==> config.mk <==
export PLATFORM = sky130hd
export DESIGN_NAME = gmii_link
export DESIGN_NICKNAME = d
export VERILOG_FILES = /design/src/hdl/an_pkg.sv /design/src/hdl/pcs_pkg.sv /design/src/hdl/gmii_link.sv /design/src/hdl/negotiate.sv /design/src/hdl/rx_pcs.sv /design/src/hdl/tx_pcs.sv /design/src/hdl/dec_8b10b.sv /design/src/hdl/enc_8b10b.sv
export VERILOG_INCLUDE_DIRS = /design/src /design/src/hdl
export SDC_FILE = /design/constraint.sdc
export NUM_CORES = 1
export LEC_CHECK = 0
export ABC_AREA = 1
export BUFFER_PORTS_ARGS = -buffer_cell sky130_fd_sc_hd__buf_4
export CAP_MARGIN = 5
export CELL_PAD_IN_SITES_DETAIL_PLACEMENT = 0
export CELL_PAD_IN_SITES_GLOBAL_PLACEMENT = 1
export CORE_MARGIN = 2
export CORE_UTILIZATION = 45
export DETAILED_ROUTE_END_ITERATION = 7
export GPL_ROUTABILITY_DRIVEN = 0
export PLACE_DENSITY = 0.92
export RECOVER_POWER = 100
export SLEW_MARGIN = 20
export SYNTH_ARGS = -nofsm -noshare
export SYNTH_HDL_FRONTEND = slang
export SYNTH_SLANG_ARGS = --single-unit
==> constraint.sdc <==
create_clock -name GTX_CLK -period 6.3 [get_ports GTX_CLK]
set_clock_uncertainty 0.1 [all_clocks]
set_input_delay 1.26 -clock GTX_CLK [delete_from_list [all_inputs] [get_ports GTX_CLK]]
set_output_delay 1.26 -clock GTX_CLK [all_outputs]
set_load 0.1 [all_outputs]
==> src/hdl/gmii_link_defines.svh <==
// Link block constants
// Control and ordered-set octets, local ability, link timer
`ifndef GMII_LINK_DEFINES_SVH
`define GMII_LINK_DEFINES_SVH

// Control octets, sent with the K flag set
`define K28_5 8'hBC // Comma, leads idle and config sets
`define K27_7 8'hFB // Start of packet /S/
`define K29_7 8'hFD // End of packet /T/
`define K23_7 8'hF7 // Carrier extend /R/
`define K30_7 8'hFE // Error propagation /V/

// Data octets of the ordered sets
`define D21_5 8'hB5 // /C1/
`define D2_2 8'h42 // /C2/
`define D5_6 8'hC5 // /I1/, flips disparity back
`define D16_2 8'h50 // /I2/, keeps disparity

// Negotiation
`define AN_ABILITY 16'h0020 // Full duplex only
`define AN_ACK_BIT 14
`define AN_LINK_TIMER 1250000 // Cycles of GTX_CLK

`define PREAMBLE_OCTET 8'h55 // Stands in for /S/ on RXD

`endif
==> src/hdl/an_pkg.sv <==
// Auto-negotiation types
// Configuration word, status word and negotiation states
`default_nettype none

package an_pkg;

	typedef logic [15:0] lacr_t;

	// {pause[1:0], hd, fd, los, ack seen, state}
	typedef logic [8:0] an_status_t;

	typedef enum logic [2:0] {
		AN_RESTART     = 3'd0,
		ABILITY_DETECT = 3'd1,
		ACK_DETECT     = 3'd2,
		COMPLETE_ACK   = 3'd3,
		IDLE_DETECT    = 3'd4,
		LINK_OK        = 3'd5
	} an_state_e;

endpackage

`default_nettype wire

==> src/hdl/pcs_pkg.sv <==
// PCS types
// Octets, codec characters, code groups and the ordered-set state machines
`default_nettype none

package pcs_pkg;

	typedef logic [7:0] octet_t;
	typedef logic [8:0] char_t; // K flag in bit 8
	typedef logic [9:0] code_group_t; // abcdei fghj, a in bit 9

	typedef enum logic [3:0] {
		IDLE_K, IDLE_D, CFG_K, CFG_D, CFG_LO, CFG_HI, DATA, END_T, END_R
	} tx_state_e;

	typedef enum logic [2:0] {
		WAIT_K, GOT_K, CFG_LO_RX, CFG_HI_RX, IN_FRAME
	} rx_state_e;

	// 5b/6b and 3b/4b codes at negative disparity
	localparam logic [5:0] CODE_6B [32] = '{
		6'b100111, 6'b011101, 6'b101101, 6'b110001, 6'b110101, 6'b101001, 6'b011001, 6'b111000,
		6'b111001, 6'b100101, 6'b010101, 6'b110100, 6'b001101, 6'b101100, 6'b011100, 6'b010111,
		6'b011011, 6'b100011, 6'b010011, 6'b110010, 6'b001011, 6'b101010, 6'b011010, 6'b111010,
		6'b110011, 6'b100110, 6'b010110, 6'b110110, 6'b001110, 6'b101110, 6'b011110, 6'b101011
	};
	localparam logic [3:0] CODE_4B [8] = '{
		4'b1011, 4'b1001, 4'b0101, 4'b1100, 4'b1101, 4'b1010, 4'b0110, 4'b1110
	};

	// Sub-blocks that change form with running disparity
	function automatic logic flip6(input logic [5:0] c);
		return ($countones(c) != 3) || (c == 6'b111000);
	endfunction

	function automatic logic flip4(input logic [3:0] c);
		return ($countones(c) != 2) || (c == 4'b1100);
	endfunction

endpackage

`default_nettype wire

==> src/hdl/gmii_link.sv <==
// 1000BASE-X PCS link, PHY side of a GMII MAC
// Tx and Rx PCS, 8b/10b codecs and auto-negotiation on GTX_CLK
`default_nettype none
`include "gmii_link_defines.svh"

module gmii_link #(
	parameter int TIMER_TICKS = `AN_LINK_TIMER
) (
	input  wire                        GTX_CLK,
	input  wire                        arst_n,
	input  wire pcs_pkg::octet_t       TXD, // MAC side, directions seen from the PHY
	input  wire                        TX_EN,
	input  wire                        TX_ER,
	output pcs_pkg::octet_t            RXD,
	output logic                       RX_DV,
	output logic                       RX_ER,
	output pcs_pkg::code_group_t       txdata, // To serializer
	input  wire pcs_pkg::code_group_t  rxdata, // From deserializer, word aligned
	input  wire                        rx_err_los,
	input  wire                        an_bypass, // No config sets, frames pass at once
	output logic                       operate,
	output an_pkg::lacr_t              lacr_rx,
	output an_pkg::an_status_t         an_status
);

	pcs_pkg::char_t tx_char, rx_char;
	an_pkg::lacr_t  lacr_out;
	logic           tx_disp, code_err, disp_err;
	logic           lacr_send, lacr_rx_stb;
	logic           tx_en_gated, cfg_en;

	assign tx_en_gated = TX_EN & (operate | an_bypass); // Hold frames until link is up
	assign cfg_en = lacr_send & ~an_bypass;

	tx_pcs i_tx_pcs (
		.GTX_CLK(GTX_CLK), .arst_n(arst_n),
		.TXD(TXD), .tx_en(tx_en_gated), .TX_ER(TX_ER),
		.lacr_out(lacr_out), .cfg_en(cfg_en),
		.tx_disp(tx_disp), .tx_char(tx_char)
	);

	enc_8b10b i_enc_8b10b (
		.GTX_CLK(GTX_CLK), .arst_n(arst_n),
		.tx_char(tx_char), .txdata(txdata), .tx_disp(tx_disp)
	);

	dec_8b10b i_dec_8b10b (
		.GTX_CLK(GTX_CLK), .arst_n(arst_n),
		.rxdata(rxdata), .rx_char(rx_char),
		.code_err(code_err), .disp_err(disp_err)
	);

	rx_pcs i_rx_pcs (
		.GTX_CLK(GTX_CLK), .arst_n(arst_n),
		.rx_char(rx_char), .code_err(code_err), .disp_err(disp_err),
		.RXD(RXD), .RX_DV(RX_DV), .RX_ER(RX_ER),
		.lacr_rx(lacr_rx), .lacr_rx_stb(lacr_rx_stb)
	);

	negotiate #(.TIMER_TICKS(TIMER_TICKS)) i_negotiate (
		.GTX_CLK(GTX_CLK), .arst_n(arst_n),
		.los(rx_err_los),
		.lacr_in(lacr_rx), .lacr_in_stb(lacr_rx_stb),
		.lacr_out(lacr_out), .lacr_send(lacr_send),
		.operate(operate), .an_status(an_status)
	);

endmodule

`default_nettype wire

==> src/hdl/negotiate.sv <==
// Auto-negotiation
// Config word exchange with link timer, raises operate on LINK_OK
`default_nettype none
`include "gmii_link_defines.svh"

module negotiate #(
	parameter int TIMER_TICKS = `AN_LINK_TIMER
) (
	input  wire                 GTX_CLK,
	input  wire                 arst_n,
	input  wire                 los,
	input  wire an_pkg::lacr_t  lacr_in,
	input  wire                 lacr_in_stb,
	output an_pkg::lacr_t       lacr_out,
	output logic                lacr_send,
	output logic                operate,
	output an_pkg::an_status_t  an_status
);

	localparam int TW = $clog2(TIMER_TICKS + 1);
	localparam an_pkg::lacr_t ACK = an_pkg::lacr_t'(1) << `AN_ACK_BIT;

	an_pkg::an_state_e state;
	logic [TW-1:0]     timer;
	logic [1:0]        match_cnt; // Identical nonzero words in a row
	an_pkg::lacr_t     last_word, partner;
	logic              ack_seen, timer_done, same;

	assign timer_done = (timer == TW'(TIMER_TICKS - 1));
	assign same = (lacr_in == last_word) && (lacr_in != '0);

	assign lacr_out = (state == an_pkg::AN_RESTART) ? '0 :
		(state == an_pkg::ABILITY_DETECT) ? `AN_ABILITY : (`AN_ABILITY | ACK);
	assign lacr_send = (state != an_pkg::IDLE_DETECT) && (state != an_pkg::LINK_OK);
	assign operate = (state == an_pkg::LINK_OK);
	assign an_status = {partner[8:7], partner[6], partner[5], los, ack_seen, state};

	always_ff @(posedge GTX_CLK or negedge arst_n) begin
		if (!arst_n) begin
			state <= an_pkg::AN_RESTART;
			timer <= '0;
			match_cnt <= '0;
			last_word <= '0;
			partner <= '0;
			ack_seen <= 1'b0;
		end else if (los) begin
			state <= an_pkg::AN_RESTART;
			timer <= '0;
			match_cnt <= '0;
			ack_seen <= 1'b0;
		end else begin
			timer <= timer_done ? '0 : timer + 1'b1; // Free runs except where cleared
			if (lacr_in_stb)
				last_word <= lacr_in;
			case (state)
				an_pkg::AN_RESTART: begin
					ack_seen <= 1'b0;
					match_cnt <= '0;
					if (timer_done)
						state <= an_pkg::ABILITY_DETECT;
				end
				an_pkg::ABILITY_DETECT: begin
					if (lacr_in_stb) begin
						match_cnt <= same ? ((match_cnt == 2'd2) ? match_cnt : match_cnt + 1'b1) :
							{1'b0, lacr_in != '0};
						if (same && match_cnt == 2'd2) begin // Third in a row
							partner <= lacr_in;
							state <= an_pkg::ACK_DETECT;
						end
					end
				end
				an_pkg::ACK_DETECT: begin
					timer <= '0;
					if (lacr_in_stb && lacr_in[`AN_ACK_BIT] && (lacr_in & ~ACK) == (partner & ~ACK)) begin
						partner <= lacr_in;
						ack_seen <= 1'b1;
						state <= an_pkg::COMPLETE_ACK;
					end
				end
				an_pkg::COMPLETE_ACK: begin
					if (timer_done)
						state <= an_pkg::IDLE_DETECT;
				end
				an_pkg::IDLE_DETECT: begin
					// Tail of our own acked sets still in flight is not news
					if (lacr_in_stb && lacr_in != partner) begin
						timer <= '0;
						state <= an_pkg::AN_RESTART;
					end else if (timer_done) begin
						state <= an_pkg::LINK_OK;
					end
				end
				an_pkg::LINK_OK: begin
					if (lacr_in_stb && lacr_in == '0) begin // Partner restarted
						timer <= '0;
						state <= an_pkg::AN_RESTART;
					end
				end
				default: state <= an_pkg::AN_RESTART;
			endcase
		end
	end

endmodule

`default_nettype wire

==> src/hdl/rx_pcs.sv <==
// Receive PCS
// Frame delineation onto GMII, error marking, config word capture
`default_nettype none
`include "gmii_link_defines.svh"

module rx_pcs (
	input  wire                  GTX_CLK,
	input  wire                  arst_n,
	input  wire pcs_pkg::char_t  rx_char,
	input  wire                  code_err,
	input  wire                  disp_err,
	output pcs_pkg::octet_t      RXD,
	output logic                 RX_DV,
	output logic                 RX_ER,
	output an_pkg::lacr_t        lacr_rx,
	output logic                 lacr_rx_stb
);

	pcs_pkg::rx_state_e state;
	pcs_pkg::octet_t    d;
	logic               k, err;
	logic               is_comma, is_start, is_cfg;

	assign d = rx_char[7:0];
	assign k = rx_char[8];
	assign err = code_err || disp_err;
	assign is_comma = k && (d == `K28_5);
	assign is_start = k && (d == `K27_7);
	assign is_cfg = !k && (d == `D21_5 || d == `D2_2);

	always_ff @(posedge GTX_CLK or negedge arst_n) begin
		if (!arst_n) begin
			state <= pcs_pkg::WAIT_K;
			RXD <= '0;
			RX_DV <= 1'b0;
			RX_ER <= 1'b0;
			lacr_rx <= '0;
			lacr_rx_stb <= 1'b0;
		end else begin
			lacr_rx_stb <= 1'b0;
			case (state)
				pcs_pkg::WAIT_K, pcs_pkg::GOT_K: begin
					if (state == pcs_pkg::GOT_K && is_cfg) begin
						state <= pcs_pkg::CFG_LO_RX; // /C1/ or /C2/
					end else if (is_start) begin
						RXD <= `PREAMBLE_OCTET; // /S/ stood for preamble
						RX_DV <= 1'b1;
						RX_ER <= 1'b0;
						state <= pcs_pkg::IN_FRAME;
					end else begin
						state <= is_comma ? pcs_pkg::GOT_K : pcs_pkg::WAIT_K;
					end
				end
				pcs_pkg::CFG_LO_RX: begin
					lacr_rx[7:0] <= d;
					state <= k ? pcs_pkg::WAIT_K : pcs_pkg::CFG_HI_RX;
				end
				pcs_pkg::CFG_HI_RX: begin
					lacr_rx[15:8] <= d;
					lacr_rx_stb <= !k && !err; // Word valid with strobe
					state <= pcs_pkg::WAIT_K;
				end
				pcs_pkg::IN_FRAME: begin
					if (is_comma || (k && d == `K29_7)) begin
						RX_DV <= 1'b0; // /T/ or a lost /T/
						RX_ER <= 1'b0;
						state <= is_comma ? pcs_pkg::GOT_K : pcs_pkg::WAIT_K;
					end else begin
						RXD <= d;
						RX_ER <= err || k; // /V/ or any stray control code
					end
				end
				default: state <= pcs_pkg::WAIT_K;
			endcase
		end
	end

endmodule

`default_nettype wire

==> src/hdl/tx_pcs.sv <==
// Transmit PCS
// Idle and config ordered sets, /S/ ... /T/ /R/ frame encapsulation
`default_nettype none
`include "gmii_link_defines.svh"

module tx_pcs (
	input  wire                  GTX_CLK,
	input  wire                  arst_n,
	input  wire pcs_pkg::octet_t TXD,
	input  wire                  tx_en,
	input  wire                  TX_ER,
	input  wire an_pkg::lacr_t   lacr_out,
	input  wire                  cfg_en,
	input  wire                  tx_disp,
	output pcs_pkg::char_t       tx_char
);

	pcs_pkg::tx_state_e state;
	pcs_pkg::octet_t    txd_q;
	logic               en_q, er_q;
	logic               lag; // Frame runs one cycle late, it arrived mid-set
	logic               odd; // Slot parity, sets start on even slots
	logic               cfg_alt; // 0 = /C1/, 1 = /C2/
	logic               src_en, src_er;
	pcs_pkg::octet_t    src_d;

	assign src_en = lag ? en_q : tx_en;
	assign src_er = lag ? er_q : TX_ER;
	assign src_d = lag ? txd_q : TXD;

	always_ff @(posedge GTX_CLK)
		txd_q <= TXD;

	always_ff @(posedge GTX_CLK or negedge arst_n) begin
		if (!arst_n) begin
			state <= pcs_pkg::IDLE_K;
			tx_char <= {1'b1, `K28_5};
			en_q <= 1'b0;
			er_q <= 1'b0;
			lag <= 1'b0;
			odd <= 1'b0;
			cfg_alt <= 1'b0;
		end else begin
			en_q <= tx_en;
			er_q <= TX_ER;
			odd <= ~odd;
			case (state)
				pcs_pkg::IDLE_K, pcs_pkg::CFG_K: begin // Set boundary
					if (src_en) begin
						tx_char <= {1'b1, `K27_7}; // /S/ replaces first preamble octet
						state <= pcs_pkg::DATA;
					end else begin
						tx_char <= {1'b1, `K28_5};
						state <= cfg_en ? pcs_pkg::CFG_D : pcs_pkg::IDLE_D;
					end
				end
				pcs_pkg::IDLE_D: begin
					tx_char <= {1'b0, tx_disp ? `D5_6 : `D16_2}; // tx_disp is RD before the K28.5
					lag <= tx_en;
					state <= cfg_en ? pcs_pkg::CFG_K : pcs_pkg::IDLE_K;
				end
				pcs_pkg::CFG_D: begin
					tx_char <= {1'b0, cfg_alt ? `D2_2 : `D21_5};
					state <= pcs_pkg::CFG_LO;
				end
				pcs_pkg::CFG_LO: begin
					tx_char <= {1'b0, lacr_out[7:0]};
					state <= pcs_pkg::CFG_HI;
				end
				pcs_pkg::CFG_HI: begin
					tx_char <= {1'b0, lacr_out[15:8]};
					cfg_alt <= ~cfg_alt;
					lag <= tx_en;
					state <= cfg_en ? pcs_pkg::CFG_K : pcs_pkg::IDLE_K;
				end
				pcs_pkg::DATA: begin
					if (!src_en) begin
						tx_char <= {1'b1, `K29_7}; // /T/
						lag <= 1'b0;
						state <= pcs_pkg::END_T;
					end else if (src_er) begin
						tx_char <= {1'b1, `K30_7};
					end else begin
						tx_char <= {1'b0, src_d};
					end
				end
				pcs_pkg::END_T: begin
					tx_char <= {1'b1, `K23_7}; // /R/
					if (odd) begin
						lag <= tx_en;
						state <= pcs_pkg::IDLE_K;
					end else begin
						state <= pcs_pkg::END_R; // Second /R/ to even up
					end
				end
				pcs_pkg::END_R: begin
					tx_char <= {1'b1, `K23_7};
					lag <= tx_en;
					state <= pcs_pkg::IDLE_K;
				end
				default: state <= pcs_pkg::IDLE_K;
			endcase
		end
	end

endmodule

`default_nettype wire

==> src/hdl/dec_8b10b.sv <==
// 8b/10b decoder
// Registers the character with code and disparity error flags
`default_nettype none

module dec_8b10b (
	input  wire                         GTX_CLK,
	input  wire                         arst_n,
	input  wire pcs_pkg::code_group_t   rxdata,
	output pcs_pkg::char_t              rx_char,
	output logic                        code_err,
	output logic                        disp_err
);

	logic [5:0] in6;
	logic [3:0] in4, in4x;
	logic [4:0] x;
	logic [2:0] y;
	logic       ok6, ok4, k28, alt, k, alt_ok;
	logic       rd, rd6, rd4, de6, de4;

	assign in6 = rxdata[9:4];
	assign in4 = rxdata[3:0];
	assign k28 = (in6 == 6'b001111) || (in6 == 6'b110000);
	assign in4x = (in6 == 6'b110000) ? ~in4 : in4; // Undo K28 4b inversion

	always_comb begin
		x = 5'd28;
		ok6 = k28;
		for (int i = 0; i < 32; i++) begin
			if (in6 == pcs_pkg::CODE_6B[i] ||
				(in6 == ~pcs_pkg::CODE_6B[i] && pcs_pkg::flip6(pcs_pkg::CODE_6B[i]))) begin
				x = 5'(i);
				ok6 = 1'b1;
			end
		end
		alt = (in4x == 4'b0111) || (in4x == 4'b1000);
		y = 3'd7;
		ok4 = alt;
		for (int j = 0; j < 8; j++) begin
			if (in4x == pcs_pkg::CODE_4B[j] ||
				(in4x == ~pcs_pkg::CODE_4B[j] && pcs_pkg::flip4(pcs_pkg::CODE_4B[j]))) begin
				y = 3'(j);
				ok4 = 1'b1;
			end
		end
		k = k28 || (alt && (x == 5'd23 || x == 5'd27 || x == 5'd29 || x == 5'd30));
		alt_ok = !alt || k ||
			x == 5'd11 || x == 5'd13 || x == 5'd14 || x == 5'd17 || x == 5'd18 || x == 5'd20;

		// Imbalance of the same sign as current disparity is illegal
		de6 = ($countones(in6) > 3 && rd) || ($countones(in6) < 3 && !rd);
		rd6 = ($countones(in6) > 3) ? 1'b1 : ($countones(in6) < 3) ? 1'b0 : rd;
		de4 = ($countones(in4) > 2 && rd6) || ($countones(in4) < 2 && !rd6);
		rd4 = ($countones(in4) > 2) ? 1'b1 : ($countones(in4) < 2) ? 1'b0 : rd6;
	end

	always_ff @(posedge GTX_CLK or negedge arst_n) begin
		if (!arst_n) begin
			rx_char <= '0;
			code_err <= 1'b0;
			disp_err <= 1'b0;
			rd <= 1'b0; // Negative at start
		end else begin
			rx_char <= {k, y, x};
			code_err <= !(ok6 && ok4 && alt_ok);
			disp_err <= de6 || de4;
			rd <= rd4;
		end
	end

endmodule

`default_nettype wire

==> src/hdl/enc_8b10b.sv <==
// 8b/10b encoder
// One character per cycle, output and running disparity registered together
`default_nettype none

module enc_8b10b (
	input  wire                 GTX_CLK,
	input  wire                 arst_n,
	input  wire pcs_pkg::char_t tx_char,
	output pcs_pkg::code_group_t txdata,
	output logic                tx_disp // 1 = positive
);

	logic [4:0] x;
	logic [2:0] y;
	logic       k, k28, alt;
	logic [5:0] c6, e6;
	logic [3:0] c4, e4;
	logic       rd6, rd4, inv4;

	assign x = tx_char[4:0];
	assign y = tx_char[7:5];
	assign k = tx_char[8];
	assign k28 = k && (x == 5'd28);

	always_comb begin
		c6 = k28 ? 6'b001111 : pcs_pkg::CODE_6B[x]; // K23/27/29/30 share the data 6b
		e6 = (pcs_pkg::flip6(c6) && tx_disp) ? ~c6 : c6;
		rd6 = ($countones(c6) != 3) ? ~tx_disp : tx_disp;

		// A7 avoids a run of five in e i f g h
		alt = (y == 3'd7) && (k ||
			(!rd6 && (x == 5'd17 || x == 5'd18 || x == 5'd20)) ||
			(rd6 && (x == 5'd11 || x == 5'd13 || x == 5'd14)));
		c4 = alt ? 4'b0111 : pcs_pkg::CODE_4B[y];

		// K28 neutral 4b codes run opposite to data
		if (k28 && !pcs_pkg::flip4(c4))
			inv4 = !rd6;
		else
			inv4 = pcs_pkg::flip4(c4) && rd6;
		e4 = inv4 ? ~c4 : c4;
		rd4 = ($countones(c4) != 2) ? ~rd6 : rd6;
	end

	always_ff @(posedge GTX_CLK or negedge arst_n) begin
		if (!arst_n) begin
			txdata <= '0;
			tx_disp <= 1'b0; // Start negative
		end else begin
			txdata <= {e6, e4};
			tx_disp <= rd4;
		end
	end

endmodule

`default_nettype wire

==> results.toml, run 1 <==
[timing]
final.min_clock_period_ns = 5.56
maxSlewViolCount = 110
layout_worst_path_cycle_share_pct = 88.3
fmaxAchievable_mhz = 180
finalSetupViolCount = 0
rsz_0062_raised_after_global_routing = "false"
report.final.hold_viol_count = 0
tns_ns = 0
timing_worst_slew_pin_value_ns = 4.04
max_slew_margin_pct = -169

[clocking]
root_buffer = "sky130_fd_sc_hd__clkbuf_16"
cts.sink_count = 138
post-cts-setup-buffer-count = 0
path_clk_slew_ns = 0.06
cts-root-to-sink-buffers = 2
hold_bufs_at_cts = 0
tritoncts = "done"
tritoncts.num_buffers = 17
cts-htree-levels = 4
cts_repair_resize_count = 0
clk_lat_worst_skew_ns = 0.42

[die]
fp.dieW_um = 139
initial_utilization_pct = 45.8
design.portCount = 70
floorplan.rows = 49
fp.coreArea_um2 = 17900
die_height_um = 139
total_die_area_um2 = 19300

[global_route]
pin_count_of_the_biggest_net_entering_global_routing = 77
grt.overflow.total = 0
global_route_wire_length_before_repair_um = 32000
first_global_vias = 6714
global_route_usage_over_all_layers_pct = 19.8
initial_antenna_violation_count = 0

[detailed_routing]
detail_route.first_pass.iterations = 5
vias = 7020
detail_route.wirelength_um = 18300
drc = 0
viasPerCell = 5.18
remaining_number_of_nets_flagged_by_the_antenna_check_after_routing = 0
avgRoutedWirePerCell_um = 13.5
drtIter0Drc = 517

[status]
run_status = "complete, but fails checks"
failing_checks = "capacitance limit, slew limit"

[setup_path]
reg2regPathDepth = 26
crit_path_required_time_ns = 6.48
crit_type = "register to register"
critical_path.slowest_cell = "sky130_fd_sc_hd__fa_1"
crit_path_max_fanout = 5
cp-start-kind = "register"
rr_endpoint = "i_enc_8b10b.tx_disp$_DFF_PN0_"
critPathMaxStageDelay_ns = 0.43
reg_to_reg_setup_timing_slack_ns = 0.74
path_common_cell = "sky130_fd_sc_hd__ha_1"
worst_setup_path_end_kind = "register"
crit-reg2reg-launch = "i_tx_pcs.tx_char[0]$_DFFE_PN0P_"
worst-endpoint-arrival_ns = 5.74

[synthesis]
largest_cells_by_area_after_synthesis = "sky130_fd_sc_hd__dfrtp_1 38%, sky130_fd_sc_hd__nand2_1 9.2%, sky130_fd_sc_hd__inv_1 7.3%"
ys_seq_elements = 138
synthCells = 1050
post_synthesis_average_cell_area_um2 = 7.81
synth-edff-count = 0
synth_area_um2 = 8200
synth.top_cell.area_share_pct = 37.8
total_of_warnings_raised_by_yosys = 0
synth_top_cell_by_area = "sky130_fd_sc_hd__dfrtp_1"
synthFlopType = "sky130_fd_sc_hd__dfrtp_1"
synth_sequential_area_ratio_pct = 41.7
ys_async_sr_fraction_pct = 94.2
syn-num-nets = 1119
synth_cell_types = 51

[pwr]
cellInternalPower_mw = 2.17
power.switching_fraction_pct = 47.8
p_total_mw = 4.17
max-vdd-ir-drop_mv = 0.441
switchingPower_mw = 1.99
power.clock.fraction_pct = 21.8
power.density_nw_per_um2 = 453
sequentialPowerShare_pct = 28.9
power.static_leakage_nw = 4.43
combPwrFrac_pct = 49.3

[layout]
area_growth_syn_to_layout_pct = 12.2
final_net_count = 1184
finish.utilization_pct = 51.4
count_of_inserted_antenna_diode_cells = 0
share_of_post_route_cells_with_drive_strength_above_1_pct = 6.21

[place]
numPortBuffers = 69
dp.final_hpwl_um = 13600

[hold_path]
hold_path_class = "register to register"
worstHoldPathCells = 1
min-delay-start = "i_tx_pcs.odd$_DFF_PN0_"
worst_hold_path.endpoint = "i_tx_pcs.odd$_DFF_PN0_"

[run]
cap_violations = 2
## sequential cells by signal, indices dropped and copies added (netlist names), 3 cells and up
name and cells:
i_tx_pcs.tx_char 9, i_tx_pcs.txd_q 8, i_negotiate.partner 16, i_negotiate.state 3, i_dec_8b10b.rx_char 9, i_rx_pcs.RXD 8, i_negotiate.last_word 16, i_enc_8b10b.txdata 10
i_rx_pcs.lacr_rx 16, i_negotiate.timer 21, i_rx_pcs.state 3, i_tx_pcs.state 4
## final cells by class
class | count | area, µm²
Sequential cell | 138 | 3420
Timing Repair Buffer | 70 | 305
Tap cell | 229 | 287
Inverter | 167 | 627
Multi-Input combinational cell | 721 | 4020
Clock inverter | 14 | 110
Clock buffer | 17 | 425
Fill cell | 1772 | 8700
## logic make-up after synthesis
logic type                 share of synthesized area (%)
xor gates and xnor gates                            5.34
AOI/OAI and AO/OA                                   12.8
buffers and inverters                               9.05
adders and majority gates                           7.32
and+or+nand+nor                                     23.3
DFF                                                 41.7
muxes                                              0.504
## worst max-delay path: cells and delay by family (launching register included)
kind | cells | cell delay [ns]
DFF | 1 | 0.42
buffers and inverters | 4 | 0.44
and+or+nand+nor | 8 | 1.38
AOI/OAI and AO/OA | 6 | 0.96
adders and majority gates | 7 | 2.00
xor gates and xnor gates | 1 | 0.12
## placed cells by master, fill, tap and decap left out, types with 9 or more instances in the layout
master / n
sky130_fd_sc_hd__xor2_1: 28
sky130_fd_sc_hd__xnor2_1: 22
sky130_fd_sc_hd__nand3_1: 54
sky130_fd_sc_hd__inv_1: 160
sky130_fd_sc_hd__o22ai_1: 17
sky130_fd_sc_hd__o21ai_0: 88
sky130_fd_sc_hd__a21oi_1: 32
sky130_fd_sc_hd__clkbuf_1: 58
sky130_fd_sc_hd__nor3_1: 28
sky130_fd_sc_hd__nand2_1: 203
sky130_fd_sc_hd__nor2_1: 105
sky130_fd_sc_hd__nand4_1: 21
sky130_fd_sc_hd__clkbuf_16: 17
sky130_fd_sc_hd__or2_2: 9
sky130_fd_sc_hd__ha_1: 40
sky130_fd_sc_hd__nor4_1: 10
sky130_fd_sc_hd__buf_4: 9
sky130_fd_sc_hd__dfrtp_1: 124
## layer usage
layer  up-vias  share of wire [%]  wire (µm)  track usage (%)
li1       3572                  -          -                -
met1      3292                 49       8980             28.5
met2       144                 46       8520             31.3
met3        12                3.6        669             3.28
met4         0               0.96        176             5.16
met5         -                  0          0                0
## cell usage after synthesis (3+ instances only)
library cell               number
sky130_fd_sc_hd__o21ai_0       88
sky130_fd_sc_hd__xnor2_1       22
sky130_fd_sc_hd__xor2_1        28
sky130_fd_sc_hd__nor2_1       105
sky130_fd_sc_hd__ha_1          40
sky130_fd_sc_hd__nand2_2        5
sky130_fd_sc_hd__mux2i_1        3
sky130_fd_sc_hd__dfxtp_1        8
sky130_fd_sc_hd__dfstp_2        6
sky130_fd_sc_hd__a32oi_1        3
sky130_fd_sc_hd__nor3_1        28
sky130_fd_sc_hd__nor3b_1        3
sky130_fd_sc_hd__clkbuf_1      15
sky130_fd_sc_hd__nand4_1       21
sky130_fd_sc_hd__a31oi_1        8
sky130_fd_sc_hd__o41ai_1        4
sky130_fd_sc_hd__a21oi_1       32
sky130_fd_sc_hd__inv_1        159
sky130_fd_sc_hd__inv_2          6
sky130_fd_sc_hd__dfrtp_1      124
sky130_fd_sc_hd__nand2_1      202
sky130_fd_sc_hd__o22ai_1       16
sky130_fd_sc_hd__nand3_1       53
sky130_fd_sc_hd__a211oi_1       4
sky130_fd_sc_hd__fa_1           5
sky130_fd_sc_hd__nor4_1        10
sky130_fd_sc_hd__o211ai_1       6
sky130_fd_sc_hd__buf_4          6
sky130_fd_sc_hd__or2_2          9
## metrics by stage
step	cell area, µm²	std cells	worst slack, ns	hold WS (ns)
after floorplan	8200	1050	1.17	0.296
after global placement	8910	1325	0.924	0.317
after detailed placement	8910	1325	0.800	0.319
after CTS	9440	1356	0.770	0.329
after global routing	9200	1356	0.138	0.360
final	9200	1356	0.740	0.328
## how the worst max path moves through the flow
stage	start	to	slack, ns	cells past startpoint
3_5_place_dp	i_tx_pcs.tx_char[0]$_DFFE_PN0P_	i_enc_8b10b.tx_disp$_DFF_PN0_	0.80	26
2_1_floorplan	i_tx_pcs.tx_char[2]$_DFFE_PN1P_	i_enc_8b10b.tx_disp$_DFF_PN0_	1.17	25
6_report	i_tx_pcs.tx_char[0]$_DFFE_PN0P_	i_enc_8b10b.tx_disp$_DFF_PN0_	0.74	26
5_1_grt	arst_n	i_negotiate.timer[2]$_DFF_PN0_	0.14	2
4_1_cts	i_tx_pcs.tx_char[0]$_DFFE_PN0P_	i_enc_8b10b.tx_disp$_DFF_PN0_	0.77	26
3_3_place_gp	i_tx_pcs.tx_char[0]$_DFFE_PN0P_	i_enc_8b10b.tx_disp$_DFF_PN0_	0.92	26
## power by group through the flow
stage	clock network, mW	logic (mW)	registers [mW]
final	0.909	2.05	1.21
after global routing	0.973	2.32	1.23
after CTS	0.927	2.13	1.21
after detailed placement	0	2.11	1.22
after global placement	0	2.10	1.22
after floorplan	0	1.22	1.64
(Power assumes the default switching activity.)
==> run 2: changes to the inputs <==
- clock period: 6.3 -> 5.5 ns (I/O delays scaled with it)
==> results.toml, run 2 (synthesis gave the netlist of run 1 again) <==
[status]
run_status = "complete, but fails checks"
failing_checks = "capacitance limit, slew limit"

[setup_path]
cpLargestDelayFamily = "adder cells"
path_depth = 27
worst_setup_path_end_kind = "register"
crit_path_required_time_ns = 5.74
worst_setup_path_startpoint = "i_tx_pcs.tx_char[0]$_DFFE_PN0P_"
critPathMaxStageDelay_ns = 0.49
reg2regPathDepth = 27
crit_type = "register to register"
critical_path.slowest_cell = "sky130_fd_sc_hd__fa_1"
path_common_cell = "sky130_fd_sc_hd__ha_1"
rr_endpoint = "i_enc_8b10b.tx_disp$_DFF_PN0_"
crit_path_max_fanout = 5
cp-start-kind = "register"
crit-reg2reg-launch = "i_tx_pcs.tx_char[0]$_DFFE_PN0P_"
critPathBufInv = 5
reg_to_reg_setup_timing_slack_ns = 0.24
worst-endpoint-arrival_ns = 5.50
worst_setup_path_endpoint = "i_enc_8b10b.tx_disp$_DFF_PN0_"

[global_route]
global_route_wire_length_before_repair_um = 31200
global_route_usage_over_all_layers_pct = 19.5
grt.overflow.total = 0
initial_antenna_violation_count = 0
pin_count_of_the_biggest_net_entering_global_routing = 87
first_global_vias = 6512

[clocking]
tritoncts = "done"
clk_lat_worst_skew_ns = 0.43
hold_bufs_at_cts = 0
tritoncts.num_buffers = 17
cts-htree-levels = 4
cts-root-to-sink-buffers = 2
cts.sink_count = 138
path_clk_slew_ns = 0.06
root_buffer = "sky130_fd_sc_hd__clkbuf_16"

[timing]
maxSlewViolCount = 120
final.min_clock_period_ns = 5.26
fmaxAchievable_mhz = 190
report.final.hold_viol_count = 0
finalSetupViolCount = 0
timing_worst_slew_pin_value_ns = 3.68
worst_hold_slack_ns = 0.327
layout_worst_path_cycle_share_pct = 95.7
max_slew_margin_pct = -145

[place]
place_inst = 1327
dp.final_hpwl_um = 13700
numPortBuffers = 69

[pwr]
p_total_mw = 5.03
max-vdd-ir-drop_mv = 0.514
power.density_nw_per_um2 = 539
power.static_leakage_nw = 4.50

[detailed_routing]
drc = 0
detail_route.wirelength_um = 18600
route.met2.wl_um = 8500
met1Wirelength_um = 9140
met3_length_um = 734
remaining_number_of_nets_flagged_by_the_antenna_check_after_routing = 0
detail_route.first_pass.iterations = 5
viasPerCell = 5.19
avgRoutedWirePerCell_um = 13.7
drtIter0Drc = 508
maxUsedRoutingLayer = "met4"
vias = 7061

[layout]
n_fill_cell = 1759
count_of_inserted_antenna_diode_cells = 0
finish.cell_count_without_fillers = 1360
mostFrequentLayoutCell = "sky130_fd_sc_hd__nand2_1"
largest_register = "i_negotiate.timer"
area_growth_syn_to_layout_pct = 13.8
final_net_count = 1187
most_frequent_cells_in_the_layout = "203 x sky130_fd_sc_hd__nand2_1, 159 x sky130_fd_sc_hd__inv_1, 123 x sky130_fd_sc_hd__dfrtp_1"
share_of_post_route_cells_with_drive_strength_above_1_pct = 7.07
largest_register_ff_count = 21

[die]
fp.dieW_um = 139
die_height_um = 139
fp.coreArea_um2 = 17900
total_die_area_um2 = 19300
floorplan.rows = 49
design.portCount = 70
initial_utilization_pct = 45.8

[hold_path]
hold_path_class = "register to register"

[run]
cap_violations = 2
[run 2: cell type report]
cell class / count / area [µm²] / share of cell area (%)
clock buffers: 18 / 439 / 4.71
clock inverters: 14 / 174 / 1.86
inverters: 167 / 627 / 6.72
multi-input cells: 721 / 4040 / 43.3
flip-flops and latches: 138 / 3420 / 36.7
well taps: 229 / 287 / 3.07
repair buffers: 73 / 339 / 3.63
[run 2: per-stage QoR]
| stage | instance area, µm² | setup WS (ns) | util (%) | TNS (ns) |
|---|---|---|---|---|
| after floorplan | 8200 | 0.366 | - | 0 |
| after global placement | 8920 | 0.249 | 49.8 | 0 |
| after detailed placement | 8920 | 0.0777 | 49.8 | 0 |
| after CTS | 9540 | 0.0381 | 53.3 | 0 |
| after global routing | 9330 | -0.101 | 52.1 | -0.101 |
| final | 9330 | 0.236 | 52.1 | 0 |
[run 2: where the power goes]
group,switching (mW),internal [mW]
Combinational,1.71,0.745
Sequential,0.150,1.23
Clock,0.491,0.701
Total,2.35,2.68
[run 2: metal layers]
layer | up-vias | GRT usage, %
li1 | 3581 | -
met1 | 3308 | 27.7
met2 | 151 | 30.2
met3 | 21 | 3.76
met4 | 0 | 6.01
met5 | - | 0
[run 2: worst min-delay path by stage]
stage	start	end	slack [ns]	depth (start not counted)
6_report	i_tx_pcs.odd$_DFF_PN0_	i_tx_pcs.odd$_DFF_PN0_	0.33	1
5_1_grt	i_tx_pcs.odd$_DFF_PN0_	i_tx_pcs.odd$_DFF_PN0_	0.33	1
4_1_cts	i_tx_pcs.odd$_DFF_PN0_	i_tx_pcs.odd$_DFF_PN0_	0.33	1
3_5_place_dp	i_tx_pcs.odd$_DFF_PN0_	i_tx_pcs.odd$_DFF_PN0_	0.32	1
3_3_place_gp	i_tx_pcs.odd$_DFF_PN0_	i_tx_pcs.odd$_DFF_PN0_	0.32	1
2_1_floorplan	i_tx_pcs.odd$_DFF_PN0_	i_tx_pcs.odd$_DFF_PN0_	0.30	1
[run 2: timing repair]
item	in CTS	in global routing
endpoints found under the hold margin	0	0
resized for setup	0	5
setup buffers	0	1
endpoints found under the setup margin	0	1
